===== config.mk =====
export PLATFORM = sky130hd
export DESIGN_NAME = sfu_div_top
export DESIGN_NICKNAME = d
export VERILOG_FILES = /design/src/verilog/sfu_pkg.sv /design/src/verilog/entry_buffer.sv /design/src/verilog/group_mask_tracker.sv /design/src/verilog/lane_divider.sv /design/src/verilog/result_collector.sv /design/src/verilog/sfu_ctrl_fsm.sv /design/src/verilog/sfu_div_top.sv
export VERILOG_INCLUDE_DIRS = /design/src /design/src/include
export SDC_FILE = /design/constraint.sdc
export NUM_CORES = 2
export LEC_CHECK = 0
export BUFFER_PORTS_ARGS = -buffer_cell sky130_fd_sc_hd__buf_2
export CORE_MARGIN = 1
export CORE_UTILIZATION = 64
export DETAILED_ROUTE_END_ITERATION = 7
export MAX_ROUTING_LAYER = met4
export PLACE_DENSITY_LB_ADDON = 0.05
export SYNTH_ARGS = -nofsm -noshare
export SYNTH_HDL_FRONTEND = slang
export SYNTH_SLANG_ARGS = --single-unit

===== constraint.sdc =====
create_clock -name clk -period 36.8 [get_ports clk]
set_input_delay 1.84 -clock clk [delete_from_list [all_inputs] [get_ports clk]]
set_output_delay 1.84 -clock clk [all_outputs]
set_load 0.01 [all_outputs]

===== src/include/sfu_settings.svh =====
`ifndef SFU_SETTINGS_SVH
`define SFU_SETTINGS_SVH

// width of one lane operand
`define SFU_XLEN 32

// lanes carried by one warp instruction
`define SFU_NUM_THREAD 8

// parallel lane dividers serving one thread group per pass
`define SFU_NUM_LANE 4

// thread groups per warp
`define SFU_NUM_GRP (`SFU_NUM_THREAD / `SFU_NUM_LANE)

// warp id width
`define SFU_WARP_W 3

// destination register index including extension bits
`define SFU_REG_W 8

`endif


===== src/verilog/sfu_pkg.sv =====
`default_nettype none

`include "sfu_settings.svh"

package sfu_pkg;

  localparam int GRP_IDX_W = ($clog2(`SFU_NUM_GRP) > 0) ? $clog2(`SFU_NUM_GRP) : 1;

  typedef enum logic [1:0] {
    S_IDLE   = 2'd0,
    S_BUSY   = 2'd1,
    S_FINISH = 2'd2
  } sfu_state_e;

  // bit 0 picks the remainder, bit 1 picks unsigned
  typedef enum logic [1:0] {
    OP_DIV  = 2'b00,
    OP_DIVU = 2'b10,
    OP_REM  = 2'b01,
    OP_REMU = 2'b11
  } div_op_e;

  typedef logic [`SFU_XLEN-1:0]       lane_word_t;
  typedef logic [`SFU_NUM_THREAD-1:0] thread_mask_t;
  typedef logic [GRP_IDX_W-1:0]       group_idx_t;
  typedef logic [`SFU_WARP_W-1:0]     warp_id_t;
  typedef logic [`SFU_REG_W-1:0]      reg_idx_t;

  typedef logic [`SFU_NUM_THREAD-1:0][`SFU_XLEN-1:0] warp_data_t;
  typedef logic [`SFU_NUM_LANE-1:0][`SFU_XLEN-1:0]   group_data_t;

endpackage

`default_nettype wire

===== src/verilog/entry_buffer.sv =====
`timescale 1ns/1ps
`default_nettype none

module entry_buffer #(
  parameter int WIDTH = 8
) (
  input  wire              clk,
  input  wire              rst_n,
  input  wire              wr_valid_i,
  output logic             wr_ready_o,
  input  wire  [WIDTH-1:0] wr_data_i,
  output logic             rd_valid_o,
  input  wire              rd_ready_i,
  output logic [WIDTH-1:0] rd_data_o
);

  logic             full_q;
  logic [WIDTH-1:0] data_q;
  logic             wr_fire;
  logic             rd_fire;

  // a full entry can be replaced in the cycle it drains
  assign wr_ready_o = !full_q || rd_ready_i;
  assign wr_fire    = wr_valid_i && wr_ready_o;
  assign rd_fire    = full_q && rd_ready_i;
  assign rd_valid_o = full_q;
  assign rd_data_o  = data_q;

  always_ff @(posedge clk or negedge rst_n) begin
    if (!rst_n) begin
      full_q <= 1'b0;
    end else if (wr_fire) begin
      full_q <= 1'b1;
    end else if (rd_fire) begin
      full_q <= 1'b0;
    end
  end

  always_ff @(posedge clk) begin
    if (wr_fire) begin
      data_q <= wr_data_i;
    end
  end

  // a held entry is neither dropped nor overwritten until it is read
  a_hold: assert property (@(posedge clk) disable iff (!rst_n)
    full_q && !rd_ready_i |=> full_q && $stable(data_q));

endmodule

`default_nettype wire


===== src/verilog/group_mask_tracker.sv =====
`timescale 1ns/1ps
`default_nettype none

`include "sfu_settings.svh"

module group_mask_tracker (
  input  wire                   clk,
  input  wire                   rst_n,
  input  wire                   load_i,
  input  wire  sfu_pkg::thread_mask_t mask_i,
  input  wire                   grp_done_i,
  output sfu_pkg::group_idx_t   grp_idx_o,
  output logic                  any_active_o
);

  localparam int NUM_GRP  = `SFU_NUM_GRP;
  localparam int NUM_LANE = `SFU_NUM_LANE;

  sfu_pkg::thread_mask_t mask_q;
  logic [NUM_GRP-1:0]    grp_any;

  // one request bit per thread group
  always_comb begin
    for (int g = 0; g < NUM_GRP; g++) begin
      grp_any[g] = |mask_q[g*NUM_LANE +: NUM_LANE];
    end
  end

  // lowest active group wins
  always_comb begin
    grp_idx_o = '0;
    for (int g = NUM_GRP - 1; g >= 0; g--) begin
      if (grp_any[g]) begin
        grp_idx_o = sfu_pkg::group_idx_t'(g);
      end
    end
  end

  assign any_active_o = |grp_any;

  // served groups drop out, which steps the selection forward
  always_ff @(posedge clk or negedge rst_n) begin
    if (!rst_n) begin
      mask_q <= '0;
    end else if (load_i) begin
      mask_q <= mask_i;
    end else if (grp_done_i) begin
      for (int g = 0; g < NUM_GRP; g++) begin
        if (grp_idx_o == sfu_pkg::group_idx_t'(g)) begin
          mask_q[g*NUM_LANE +: NUM_LANE] <= '0;
        end
      end
    end
  end

endmodule

`default_nettype wire


===== src/verilog/lane_divider.sv =====
`timescale 1ns/1ps
`default_nettype none

`include "sfu_settings.svh"

module lane_divider (
  input  wire                 clk,
  input  wire                 rst_n,
  input  wire                 start_i,
  input  wire  sfu_pkg::div_op_e op_i,
  input  wire  sfu_pkg::lane_word_t dividend_i,
  input  wire  sfu_pkg::lane_word_t divisor_i,
  output sfu_pkg::lane_word_t result_o,
  output logic                busy_o,
  output logic                done_o
);

  localparam int XLEN  = `SFU_XLEN;
  localparam int CNT_W = $clog2(XLEN + 1);

  logic                is_signed;
  logic                a_neg;
  logic                b_neg;
  sfu_pkg::lane_word_t a_abs;
  sfu_pkg::lane_word_t b_abs;
  logic                busy_q;
  logic [CNT_W-1:0]    cnt_q;
  logic                last_step;
  sfu_pkg::lane_word_t quo_q;
  sfu_pkg::lane_word_t rem_q;
  sfu_pkg::lane_word_t dsr_q;
  logic                neg_quo_q;
  logic                neg_rem_q;
  logic                rem_sel_q;
  logic                div_zero_q;
  logic [XLEN:0]       shifted;
  logic [XLEN:0]       diff;
  sfu_pkg::lane_word_t quo_fix;
  sfu_pkg::lane_word_t rem_fix;

  assign is_signed = (op_i == sfu_pkg::OP_DIV) || (op_i == sfu_pkg::OP_REM);
  assign a_neg     = is_signed && dividend_i[XLEN-1];
  assign b_neg     = is_signed && divisor_i[XLEN-1];
  assign a_abs     = a_neg ? -dividend_i : dividend_i;
  assign b_abs     = b_neg ? -divisor_i : divisor_i;

  assign last_step = (cnt_q == CNT_W'(XLEN));
  assign busy_o    = busy_q;
  assign done_o    = busy_q && last_step;

  always_ff @(posedge clk or negedge rst_n) begin
    if (!rst_n) begin
      busy_q <= 1'b0;
      cnt_q  <= '0;
    end else if (start_i) begin
      busy_q <= 1'b1;
      cnt_q  <= '0;
    end else if (busy_q) begin
      if (last_step) begin
        busy_q <= 1'b0;
      end else begin
        cnt_q <= cnt_q + CNT_W'(1);
      end
    end
  end

  // restoring shift-subtract with one quotient bit per step
  assign shifted = {rem_q, quo_q[XLEN-1]};
  assign diff    = shifted - {1'b0, dsr_q};

  always_ff @(posedge clk) begin
    if (start_i) begin
      quo_q      <= a_abs;
      rem_q      <= '0;
      dsr_q      <= b_abs;
      neg_quo_q  <= a_neg ^ b_neg;
      neg_rem_q  <= a_neg;
      rem_sel_q  <= (op_i == sfu_pkg::OP_REM) || (op_i == sfu_pkg::OP_REMU);
      div_zero_q <= (divisor_i == '0);
    end else if (busy_q && !last_step) begin
      if (!diff[XLEN]) begin
        rem_q <= diff[XLEN-1:0];
        quo_q <= {quo_q[XLEN-2:0], 1'b1};
      end else begin
        rem_q <= shifted[XLEN-1:0];
        quo_q <= {quo_q[XLEN-2:0], 1'b0};
      end
    end
  end

  // divide by zero leaves |a| in rem, so only the quotient needs forcing.
  // min / -1 wraps back to the dividend with a zero remainder on its own
  assign quo_fix  = div_zero_q ? '1 : (neg_quo_q ? -quo_q : quo_q);
  assign rem_fix  = neg_rem_q ? -rem_q : rem_q;
  assign result_o = rem_sel_q ? rem_fix : quo_fix;

  a_no_restart: assert property (@(posedge clk) disable iff (!rst_n)
    busy_o |-> !start_i);

  // fixed latency the controller counts on
  a_latency: assert property (@(posedge clk) disable iff (!rst_n)
    start_i |-> ##(XLEN + 1) done_o);

endmodule

`default_nettype wire


===== src/verilog/result_collector.sv =====
`timescale 1ns/1ps
`default_nettype none

`include "sfu_settings.svh"

module result_collector (
  input  wire                   clk,
  input  wire                   rst_n,
  input  wire                   grp_wr_i,
  input  wire  sfu_pkg::group_idx_t grp_idx_i,
  input  wire  sfu_pkg::group_data_t grp_data_i,
  input  wire                   clear_i,
  output sfu_pkg::warp_data_t   warp_data_o
);

  localparam int NUM_GRP  = `SFU_NUM_GRP;
  localparam int NUM_LANE = `SFU_NUM_LANE;

  sfu_pkg::warp_data_t warp_q;

  // unserved groups of a warp read back as zero
  always_ff @(posedge clk or negedge rst_n) begin
    if (!rst_n) begin
      warp_q <= '0;
    end else if (clear_i) begin
      warp_q <= '0;
    end else if (grp_wr_i) begin
      for (int g = 0; g < NUM_GRP; g++) begin
        if (grp_idx_i == sfu_pkg::group_idx_t'(g)) begin
          warp_q[g*NUM_LANE +: NUM_LANE] <= grp_data_i;
        end
      end
    end
  end

  assign warp_data_o = warp_q;

endmodule

`default_nettype wire


===== src/verilog/sfu_ctrl_fsm.sv =====
`timescale 1ns/1ps
`default_nettype none

module sfu_ctrl_fsm (
  input  wire                 clk,
  input  wire                 rst_n,
  input  wire                 in_fire_i,
  input  wire                 is_vec_i,
  input  wire                 wxd_i,
  input  wire                 wvd_i,
  input  wire                 any_active_i,
  input  wire                 lane_busy_i,
  input  wire                 lane_done_i,
  input  wire                 x_ready_i,
  input  wire                 v_ready_i,
  output sfu_pkg::sfu_state_e state_o,
  output logic                load_o,
  output logic                start_o,
  output logic                grp_done_o,
  output logic                x_wr_o,
  output logic                v_wr_o,
  output logic                retire_o
);

  sfu_pkg::sfu_state_e state_q;
  sfu_pkg::sfu_state_e state_d;
  logic                want_x;
  logic                want_v;

  // scalar results go to x, vector results to v
  assign want_x = !is_vec_i && wxd_i;
  assign want_v = is_vec_i && wvd_i;

  assign load_o     = (state_q == sfu_pkg::S_IDLE) && in_fire_i;
  assign start_o    = (state_q == sfu_pkg::S_BUSY) && any_active_i && !lane_busy_i;
  assign grp_done_o = (state_q == sfu_pkg::S_BUSY) && lane_done_i;

  // write only into a queue that can take it
  assign x_wr_o   = (state_q == sfu_pkg::S_FINISH) && want_x && x_ready_i;
  assign v_wr_o   = (state_q == sfu_pkg::S_FINISH) && want_v && v_ready_i;
  assign retire_o = (state_q == sfu_pkg::S_FINISH) &&
                    (x_wr_o || v_wr_o || !(want_x || want_v));
  assign state_o  = state_q;

  always_comb begin
    state_d = state_q;
    case (state_q)
      sfu_pkg::S_IDLE: begin
        if (in_fire_i) begin
          state_d = sfu_pkg::S_BUSY;
        end
      end
      sfu_pkg::S_BUSY: begin
        if (!any_active_i) begin
          state_d = sfu_pkg::S_FINISH;
        end
      end
      sfu_pkg::S_FINISH: begin
        if (retire_o) begin
          state_d = sfu_pkg::S_IDLE;
        end
      end
      default: begin
        state_d = sfu_pkg::S_IDLE;
      end
    endcase
  end

  always_ff @(posedge clk or negedge rst_n) begin
    if (!rst_n) begin
      state_q <= sfu_pkg::S_IDLE;
    end else begin
      state_q <= state_d;
    end
  end

  // a group in flight keeps the unit busy until its result is taken
  a_busy_hold: assert property (@(posedge clk) disable iff (!rst_n)
    (state_q == sfu_pkg::S_BUSY) && lane_busy_i |=> state_q == sfu_pkg::S_BUSY);

  // the held instruction picks the single write of a finish
  a_flags_hold: assert property (@(posedge clk) disable iff (!rst_n)
    (state_q == sfu_pkg::S_FINISH) && !retire_o |=> $stable({is_vec_i, wxd_i, wvd_i}));

endmodule

`default_nettype wire


===== src/verilog/sfu_div_top.sv =====
`timescale 1ns/1ps
`default_nettype none

`include "sfu_settings.svh"

module sfu_div_top (
  input  wire                   clk,
  input  wire                   rst_n,
  input  wire                   in_valid_i,
  output logic                  in_ready_o,
  input  wire  sfu_pkg::warp_data_t in_src1_i,
  input  wire  sfu_pkg::warp_data_t in_src2_i,
  input  wire  sfu_pkg::thread_mask_t in_mask_i,
  input  wire  sfu_pkg::warp_id_t in_wid_i,
  input  wire                   in_reverse_i,
  input  wire                   in_isvec_i,
  input  wire                   in_wxd_i,
  input  wire                   in_wvd_i,
  input  wire  sfu_pkg::div_op_e in_op_i,
  input  wire  sfu_pkg::reg_idx_t in_reg_idxw_i,
  output logic                  out_x_valid_o,
  input  wire                   out_x_ready_i,
  output sfu_pkg::warp_id_t     out_x_warp_id_o,
  output logic                  out_x_wxd_o,
  output sfu_pkg::reg_idx_t     out_x_reg_idxw_o,
  output sfu_pkg::lane_word_t   out_x_wb_wxd_rd_o,
  output logic                  out_v_valid_o,
  input  wire                   out_v_ready_i,
  output sfu_pkg::warp_id_t     out_v_warp_id_o,
  output logic                  out_v_wvd_o,
  output sfu_pkg::reg_idx_t     out_v_reg_idxw_o,
  output sfu_pkg::thread_mask_t out_v_wvd_mask_o,
  output sfu_pkg::warp_data_t   out_v_wb_wvd_rd_o
);

  localparam int NUM_LANE = `SFU_NUM_LANE;
  localparam int META_W   = $bits(sfu_pkg::warp_id_t) + $bits(sfu_pkg::reg_idx_t);
  localparam int IN_W     = 2 * $bits(sfu_pkg::warp_data_t) + $bits(sfu_pkg::thread_mask_t) +
                            META_W + 6;
  localparam int X_W      = META_W + $bits(sfu_pkg::lane_word_t);
  localparam int V_W      = META_W + $bits(sfu_pkg::thread_mask_t) + $bits(sfu_pkg::warp_data_t);

  logic                  is_idle;
  logic                  in_buf_wr_ready;
  logic                  in_fire;
  logic [IN_W-1:0]       in_buf_data;
  sfu_pkg::warp_data_t   b_src1;
  sfu_pkg::warp_data_t   b_src2;
  sfu_pkg::thread_mask_t b_mask;
  sfu_pkg::warp_id_t     b_wid;
  sfu_pkg::reg_idx_t     b_reg;
  logic                  b_reverse;
  logic                  b_isvec;
  logic                  b_wxd;
  logic                  b_wvd;
  logic [1:0]            b_op;
  sfu_pkg::thread_mask_t load_mask;
  sfu_pkg::sfu_state_e   state;
  logic                  load;
  logic                  start;
  logic                  grp_done;
  logic                  x_wr;
  logic                  v_wr;
  logic                  retire;
  logic                  x_ready;
  logic                  v_ready;
  logic                  any_active;
  sfu_pkg::group_idx_t   grp_idx;
  sfu_pkg::group_data_t  src1_grp;
  sfu_pkg::group_data_t  src2_grp;
  sfu_pkg::group_data_t  grp_a;
  sfu_pkg::group_data_t  grp_b;
  sfu_pkg::group_data_t  grp_res;
  logic [NUM_LANE-1:0]   lane_busy;
  logic [NUM_LANE-1:0]   lane_done;
  sfu_pkg::warp_data_t   warp_data;
  logic [X_W-1:0]        x_q_data;
  logic [V_W-1:0]        v_q_data;

  // new work is taken only while the controller is idle
  assign is_idle    = (state == sfu_pkg::S_IDLE);
  assign in_ready_o = in_buf_wr_ready && is_idle;
  assign in_fire    = in_valid_i && in_ready_o;

  entry_buffer #(.WIDTH(IN_W)) u_in_buf (
    .clk        (clk),
    .rst_n      (rst_n),
    .wr_valid_i (in_valid_i && is_idle),
    .wr_ready_o (in_buf_wr_ready),
    .wr_data_i  ({in_src1_i, in_src2_i, in_mask_i, in_wid_i, in_reverse_i, in_isvec_i,
                  in_wxd_i, in_wvd_i, in_op_i, in_reg_idxw_i}),
    .rd_valid_o (),
    .rd_ready_i (retire),
    .rd_data_o  (in_buf_data)
  );

  assign {b_src1, b_src2, b_mask, b_wid, b_reverse, b_isvec, b_wxd, b_wvd, b_op, b_reg} =
    in_buf_data;

  // a scalar instruction always runs lane 0 of group 0
  assign load_mask = in_isvec_i ? in_mask_i : sfu_pkg::thread_mask_t'(1);

  group_mask_tracker u_tracker (
    .clk          (clk),
    .rst_n        (rst_n),
    .load_i       (load),
    .mask_i       (load_mask),
    .grp_done_i   (grp_done),
    .grp_idx_o    (grp_idx),
    .any_active_o (any_active)
  );

  assign src1_grp = b_src1[grp_idx*NUM_LANE +: NUM_LANE];
  assign src2_grp = b_src2[grp_idx*NUM_LANE +: NUM_LANE];
  assign grp_a    = b_reverse ? src2_grp : src1_grp;
  assign grp_b    = b_reverse ? src1_grp : src2_grp;

  for (genvar l = 0; l < NUM_LANE; l++) begin : g_lane
    lane_divider u_div (
      .clk        (clk),
      .rst_n      (rst_n),
      .start_i    (start),
      .op_i       (sfu_pkg::div_op_e'(b_op)),
      .dividend_i (grp_a[l]),
      .divisor_i  (grp_b[l]),
      .result_o   (grp_res[l]),
      .busy_o     (lane_busy[l]),
      .done_o     (lane_done[l])
    );
  end

  result_collector u_collect (
    .clk         (clk),
    .rst_n       (rst_n),
    .grp_wr_i    (grp_done),
    .grp_idx_i   (grp_idx),
    .grp_data_i  (grp_res),
    .clear_i     (retire),
    .warp_data_o (warp_data)
  );

  sfu_ctrl_fsm u_fsm (
    .clk          (clk),
    .rst_n        (rst_n),
    .in_fire_i    (in_fire),
    .is_vec_i     (b_isvec),
    .wxd_i        (b_wxd),
    .wvd_i        (b_wvd),
    .any_active_i (any_active),
    .lane_busy_i  (|lane_busy),
    .lane_done_i  (&lane_done),
    .x_ready_i    (x_ready),
    .v_ready_i    (v_ready),
    .state_o      (state),
    .load_o       (load),
    .start_o      (start),
    .grp_done_o   (grp_done),
    .x_wr_o       (x_wr),
    .v_wr_o       (v_wr),
    .retire_o     (retire)
  );

  entry_buffer #(.WIDTH(X_W)) u_x_q (
    .clk        (clk),
    .rst_n      (rst_n),
    .wr_valid_i (x_wr),
    .wr_ready_o (x_ready),
    .wr_data_i  ({b_wid, b_reg, warp_data[0]}),
    .rd_valid_o (out_x_valid_o),
    .rd_ready_i (out_x_ready_i),
    .rd_data_o  (x_q_data)
  );

  entry_buffer #(.WIDTH(V_W)) u_v_q (
    .clk        (clk),
    .rst_n      (rst_n),
    .wr_valid_i (v_wr),
    .wr_ready_o (v_ready),
    .wr_data_i  ({b_wid, b_reg, b_mask, warp_data}),
    .rd_valid_o (out_v_valid_o),
    .rd_ready_i (out_v_ready_i),
    .rd_data_o  (v_q_data)
  );

  assign {out_x_warp_id_o, out_x_reg_idxw_o, out_x_wb_wxd_rd_o} = x_q_data;
  assign {out_v_warp_id_o, out_v_reg_idxw_o, out_v_wvd_mask_o, out_v_wb_wvd_rd_o} = v_q_data;

  // only flagged results are queued, so the flag follows valid
  assign out_x_wxd_o = out_x_valid_o;
  assign out_v_wvd_o = out_v_valid_o;

endmodule

`default_nettype wire


# Word-level counts from Yosys, hierarchy flattened
# Cells that the tools add are included.
dict set report word_totals {
  ff_bits 1549
  latch_bits 0
  ramBits 0
  romBits 0
  in_bits 542
  out_inout_bits 323
  n_memories 0
}
dict set report op_classes {
  n_addsub 24
  mul 0
  div_mod_pow 0
  order_cmp 0
  n_eq_ne 17
  shift 64
  mux 87
  bitwise_logic 4
  reduce_logical 89
}
# cell n
set op_table {}
lappend op_table {{$mux W32} 36}
lappend op_table {{$mux W128} 4}
lappend op_table {{$mux W256} 2}
lappend op_table {{$neg A32 Y32} 16}
lappend op_table {{$shiftx A8 B4 Y4} 64}
lappend op_table {{$sub A33 B32 Y33} 4}
lappend op_table {{$logic_not A32 Y1} 4}
lappend op_table {{$mux W6} 12}
lappend op_table {{$logic_and A1 B1 Y1} 36}
lappend op_table {{$reduce_bool A2 Y1} 15}
lappend op_table {{$add A6 B1 Y6 const B} 4}
lappend op_table {{$eq A6 B6 Y1 const B} 4}
lappend op_table {{$mux W1} 24}
lappend op_table {{$mux W8} 3}
lappend op_table {{$reduce_and A2 Y1} 8}
lappend op_table {{$ne A2 B2 Y1 const B} 7}
lappend op_table {{$reduce_or A4 Y1} 3}
lappend op_table {{$logic_not A1 Y1} 10}
lappend op_table {{$logic_or A1 B1 Y1} 8}
lappend op_table {{$mux W4} 2}
lappend op_table {{$reduce_or A8 Y1} 1}
lappend op_table {{$mux W2} 3}
lappend op_table {{$pmux W2 S3} 1}
lappend op_table {{$eq A2 B1 Y1 const B} 2}
lappend op_table {{other kinds (6)} 12}

# Depth between registers and ports, before layout
dict set report depth {
  ltp_word 13
  ltp_mapped 23
  ltp_nobuf 14
}

# Modules after synthesis
# From an unflattened synthesis, not the netlist that was laid out.
dict set report hier_totals {
  cells_unflattened 6474
  hier_area_um2 80023.0
}
# mod n_inst cells_per_inst area_each_um2 seq_area_each_um2
set modules_own_cells {}
lappend modules_own_cells {{lane_divider at g_lane[0].u_div ...} 3 1068 8841.0 2857.7}
lappend modules_own_cells {{entry_buffer at u_in_buf} 1 541 16179.3 16150.5}
lappend modules_own_cells {result_collector 1 972 11826.3 6406.1}
lappend modules_own_cells {{lane_divider at g_lane[1].u_div} 1 1050 8760.9 2857.7}
lappend modules_own_cells {{entry_buffer at u_v_q} 1 279 8311.7 8282.9}
lappend modules_own_cells {sfu_div_top 1 328 6542.5 0.0}
lappend modules_own_cells {{entry_buffer at u_x_q} 1 47 1345.0 1316.3}
lappend modules_own_cells {group_mask_tracker 1 34 372.9 200.2}
lappend modules_own_cells {sfu_ctrl_fsm 1 19 161.4 50.0}

# Worst setup path before layout
# No wires, ideal clock.
dict set report synth_timing {
  path_kind {input port to flip-flop}
  startpoint {input port out_v_ready_i}
  endpoint {register u_v_q.data_q[0] (netlist: u_v_q.rd_data_o[0]) (enable)}
  setup_ns 1.250
  arrival_ns 20.385
  required_time_ns 35.550
  slack_ns 15.165
  stages 2
  cell_sequence {nor2b_1 nor3_1}
}
dict set report synth_between {
  elab_chain_len 3
}
# element line_no
set synth_lines {}
lappend synth_lines {{start, declared} sfu_div_top.sv:28} ;# input wire out_v_ready_i,
lappend synth_lines {{$logic_or A1 B1 Y1 (*)} entry_buffer.sv:23} ;# assign wr_ready_o = !full_q || rd_ready_i;
lappend synth_lines {{$logic_and A1 B1 Y1} sfu_ctrl_fsm.sv:40} ;# assign v_wr_o = (state_q == sfu_pkg::S_FINISH) && want_v && v_ready_i;
lappend synth_lines {{$logic_and A1 B1 Y1 (*)} entry_buffer.sv:24} ;# assign wr_fire = wr_valid_i && wr_ready_o;
lappend synth_lines {{via u_v_q.wr_fire} entry_buffer.sv:19} ;# logic wr_fire;
lappend synth_lines {{end signal, assigned} entry_buffer.sv:41} ;# data_q <= wr_data_i;
lappend synth_lines {{end, declared} entry_buffer.sv:18} ;# logic [WIDTH-1:0] data_q;
# Mark *: on every way through the listed nets, which the timed path passes. The rest lies on a longest branch.
# A chain may end at the register's enable or synchronous reset.

# Worst setup path after layout
dict set report layout_timing {
  startpoint {register u_tracker.mask_q[7]}
  endpoint {register g_lane[2].u_div.quo_q[28] (data pin)}
}
dict set report layout_between {
  elab_chain_len 8
  word_cells_on_any_way 71
}
# element line_no
set layout_lines {}
lappend layout_lines {{start, declared} group_mask_tracker.sv:19} ;# sfu_pkg::thread_mask_t mask_q;
lappend layout_lines {{start signal, assigned} group_mask_tracker.sv:46} ;# mask_q <= mask_i;
lappend layout_lines {{$reduce_or A4 Y1} group_mask_tracker.sv:25} ;# grp_any[g] = |mask_q[g*NUM_LANE +: NUM_LANE];
lappend layout_lines {{$mux W1 (2 in a row)} group_mask_tracker.sv:33} ;# if (grp_any[g]) begin
lappend layout_lines {{$shiftx A8 B4 Y4 (on tied branches)} {sfu_div_top.sv:113, sfu_div_top.sv:114}}
lappend layout_lines {{$mux W128} sfu_div_top.sv:115} ;# assign grp_a = b_reverse ? src2_grp : src1_grp;
lappend layout_lines {{$neg A32 Y32 or $logic_and A1 B1 Y1 (tied branches)} {lane_divider.sv:44, lane_divider.sv:42}}
lappend layout_lines {{$mux W32} lane_divider.sv:44} ;# assign a_abs = a_neg ? -dividend_i : dividend_i;
lappend layout_lines {{$mux W32 (*)} lane_divider.sv:72} ;# if (start_i) begin
lappend layout_lines {{end signal, assigned} lane_divider.sv:73} ;# quo_q <= a_abs;
lappend layout_lines {{end signal, assigned} lane_divider.sv:83} ;# quo_q <= {quo_q[XLEN-2:0], 1'b1};
lappend layout_lines {{end signal, assigned} lane_divider.sv:86} ;# quo_q <= {quo_q[XLEN-2:0], 1'b0};
lappend layout_lines {{end, declared} lane_divider.sv:29} ;# sfu_pkg::lane_word_t quo_q;
# Mark *: on every way between the ends. The rest lies on a longest branch, timed or not.

==> results.tsv <==
stage	metric	value	unit
run_status	status	complete, no violations	
yosys	Post-synth EDFFs	1124	
clock_network	H-tree Lvls	4	
yosys	yosys warns	0	
yosys	Async SR Flop Fraction	0.192	
clock_network	clock tree buffer depth	3	
sta	Slew HR	0.175	
worst_setup_path	startpoint class of the critical path	register	
yosys	most numerous cell in the Yosys netlist	edfxtp_1	
global_route	gr usage total	0.411	
routing	final antenna-violating net count	0	
yosys	Yosys top cell area share	0.423	
yosys	area leader, netlist	edfxtp_1	
worst_setup_path	Worst EP required	37320	ps
die	Starting Density	0.645	
layout	Util after Layout	0.730	
routing	vias per inst	6.58	
clock_network	clock slew at reported path FFs	70	ps
global_route	first-pass GRT wire length	371000	um
hold_path	Hold Path End	u_v_q.rd_data_o[261]	
sta	worst slew pin tran	1240	ps
clock_network	# hold bufs at CTS	0	
worst_setup_path	critical path endpoint category	register	
global_route	largest net degree at the start of global routing	198	
worst_setup_path	R2R Path Start	u_tracker.mask_q[7]	
clock_network	# clock sinks	1549	
yosys	Syn Std Cell Area	79700	um2
flow_run	maxcap violations	0	
yosys	synth cell count leaders	edfxtp_1, nand2_1, o21ai_0, mux2i_1, xor2_1	
worst_setup_path	Worst Setup Path Type	register to register	
sta	Final min period	7190	ps
sta	Final Hold Fails	0	
routing	total number of vias	62400	
sta	RSZ-0062 raised after global routing	false	
die	Die X	355	um
sta	max-slew violations	0	
die	core box area	124000	um2
sta	Final Cycle Share	0.195	
placement	Final HPWL DP	190000	um
yosys	register area share after synthesis	0.549	
layout	Multi-input gate area	33600	um2
worst_setup_path	r2r setup slk	29610	ps
layout	area growth from synthesis to layout	13.1	%
die	IO Count	865	
layout	Fillers	8493	
worst_setup_path	Reg2Reg Depth	16	
global_route	number of global-route vias before repair	56900	
hold_path	hold_sp	u_in_buf.rd_data_o[22]	
layout	share of cells above drive strength 1	0.175	
sta	setup TNS	0	ps
yosys	Syn Inst Count	6985	
clock_network	root buffer cell	clkbuf_16	
power_and_ir_drop	VDD IR max	0.0000552	V
clock_network	# resized after CTS	0	
yosys	Synth Register Bits	1549	
routing	First DRT Iteration DRCs	9623	
routing	drt pass-1 iters	8	
yosys	Mapped Avg Cell Area	11.4	um2
power_and_ir_drop	P_leak	0.0370	uW
yosys	synth unique cells	102	
placement	RD Place Congestion	1.04	
yosys	largest cells by area after synthesis	edfxtp_1, dfrtp_1, mux2i_1	
clock_network	# Post-CTS Setup Buffers	0	
die	area of the die	126000	um2
clock_network	CTS buffer count	156	
sta	Worst Clk Skew	27.9	ps
sta	Final setup viols	0	
clock_network	TritonCTS clock tree	done	
sta	Achievable Freq	139	MHz
hold_path	Worst Hold Class	register to register	
die	die height	355	um
layout	nets	8390	
power_and_ir_drop	power per standard cell area	79.3	nW/um2
worst_setup_path	crit-path max FO	73	
global_route	initial antenna violation count	29	
worst_setup_path	crit path DAT	7700	ps
routing	WL/cell	27.0	um
placement	port bufs	864	
yosys	Mapped Nets	7683	
clock_network	Clk Latency, worst-skew pair	810	ps
global_route	grt ovf	0	
routing	# DRC	0	
layout	sequential cell area	43700	um2
hold_path	Hold Path Stages	0	
yosys	Synth Flop Type	edfxtp_1	
die	row count	129	
worst_setup_path	FF-to-FF End	g_lane[2].u_div.quo_q[28]	
routing	final WL	256000	um
-- cell usage in the layout, fill, tap and decap left out, types with 43 or more instances in the layout --
| master | n |
|---|---|
| a21o_1 | 69 |
| a21oi_1 | 312 |
| a221o_1 | 72 |
| buf_2 | 863 |
| buf_4 | 60 |
| clkbuf_16 | 157 |
| dfrtp_1 | 297 |
| dfxtp_1 | 128 |
| edfxtp_1 | 1124 |
| ha_1 | 152 |
| inv_1 | 205 |
| mux2_2 | 58 |
| mux2i_1 | 474 |
| mux4_2 | 75 |
| nand2_1 | 718 |
| nand2b_1 | 46 |
| nand3_1 | 223 |
| nor2_1 | 269 |
| nor2b_1 | 44 |
| nor3_1 | 179 |
| nor4_1 | 72 |
| o21ai_0 | 640 |
| o31ai_1 | 118 |
| o41ai_1 | 43 |
| or3_1 | 79 |
| or4_1 | 58 |
| xnor2_1 | 218 |
| xor2_1 | 376 |
-- worst max path at each step --
stage,endpoint,startpoint,slack (ps)
floorplan,u_v_q.rd_data_o[0],out_v_ready_i,15170
global placement,g_lane[2].u_div.dsr_q[26],u_tracker.mask_q[7],30060
detailed placement,g_lane[2].u_div.quo_q[28],u_tracker.mask_q[7],29750
CTS,g_lane[2].u_div.quo_q[28],u_tracker.mask_q[7],29740
global route,g_lane[2].u_div.quo_q[28],u_tracker.mask_q[7],29180
finish,g_lane[2].u_div.quo_q[28],u_tracker.mask_q[7],29610
-- area by class of cell --
type / instances / area share
Tap cell: 1637 / 0.0227
Sequential cell: 1549 / 0.485
Timing Repair Buffer: 928 / 0.0539
Clock buffer: 198 / 0.0457
Multi-Input combinational cell: 4847 / 0.372
Clock inverter: 89 / 0.0106
Inverter: 210 / 0.00896
Antenna cell: 27 / 0.000749
-- power by group --
group / switching (uW) / internal, uW
Sequential: 403 / 2320
Combinational: 1790 / 1060
Clock: 707 / 877
-- metrics by stage --
| stage | power (uW) | hold WS, ps | instance area [um2] | worst slack [ps] | std cells |
|---|---|---|---|---|---|
| global route | 7450 | 432 | 90200 | 29180 | 9482 |
| global placement | 5410 | 401 | 85000 | 30060 | 9171 |
| floorplan | 4660 | 400 | 79700 | 15170 | 6985 |
| finish | 7160 | 421 | 90200 | 29610 | 9485 |
| CTS | 7060 | 421 | 90100 | 29740 | 9458 |
| detailed placement | 5480 | 405 | 85000 | 29750 | 9171 |
-- flip-flops by register name, indices dropped and copies added (netlist names), 8 cells and up --
signal and count:
u_in_buf.rd_data_o 537, u_v_q.rd_data_o 275, u_collect.warp_data_o 256, g_lane.u_div.dsr_q 128, g_lane.u_div.quo_q 128, g_lane.u_div.rem_q 128, u_x_q.rd_data_o 43, g_lane.u_div.cnt_q 24
u_tracker.mask_q 8
-- logic make-up (layout without fill, tap and decap cells) --
kind of cell / count (synthesis) / in the layout / share of synthesized area
xor gates and xnor gates: 596 / 596 / 0.0655
and+or+nand+nor: 1890 / 1890 / 0.115
other: 0 / 27 / 0
AOI/OAI and AO/OA: 1598 / 1598 / 0.125
DFF: 1549 / 1549 / 0.549
buffers and inverters: 589 / 1425 / 0.0321
adders and majority gates: 156 / 156 / 0.0249
muxes: 607 / 607 / 0.0889
-- layer usage --
metal	up-vias	part of all wire	global-route usage
met5	-	0	-
met4	0	0.036	0.139
met3	452	0.13	0.0870
met2	4372	0.42	0.558
met1	30100	0.42	0.611
li1	27500	-	-
-- critical path, stage by stage (launching register included) --
cell and delay, ps:
dfrtp_1 420, or4_4 840, nand2_8 450, buf_4 820, buf_4 950, buf_4 830
mux2i_1 320, nand2_1 80, nand2_1 120, ha_1 240, and4_1 280, nor4b_4 350
nand2_1 160, nor3_1 290, a21oi_1 150, xnor2_1 220, o21ai_0 100
Note: power is estimated with default switching activity, not from simulation.
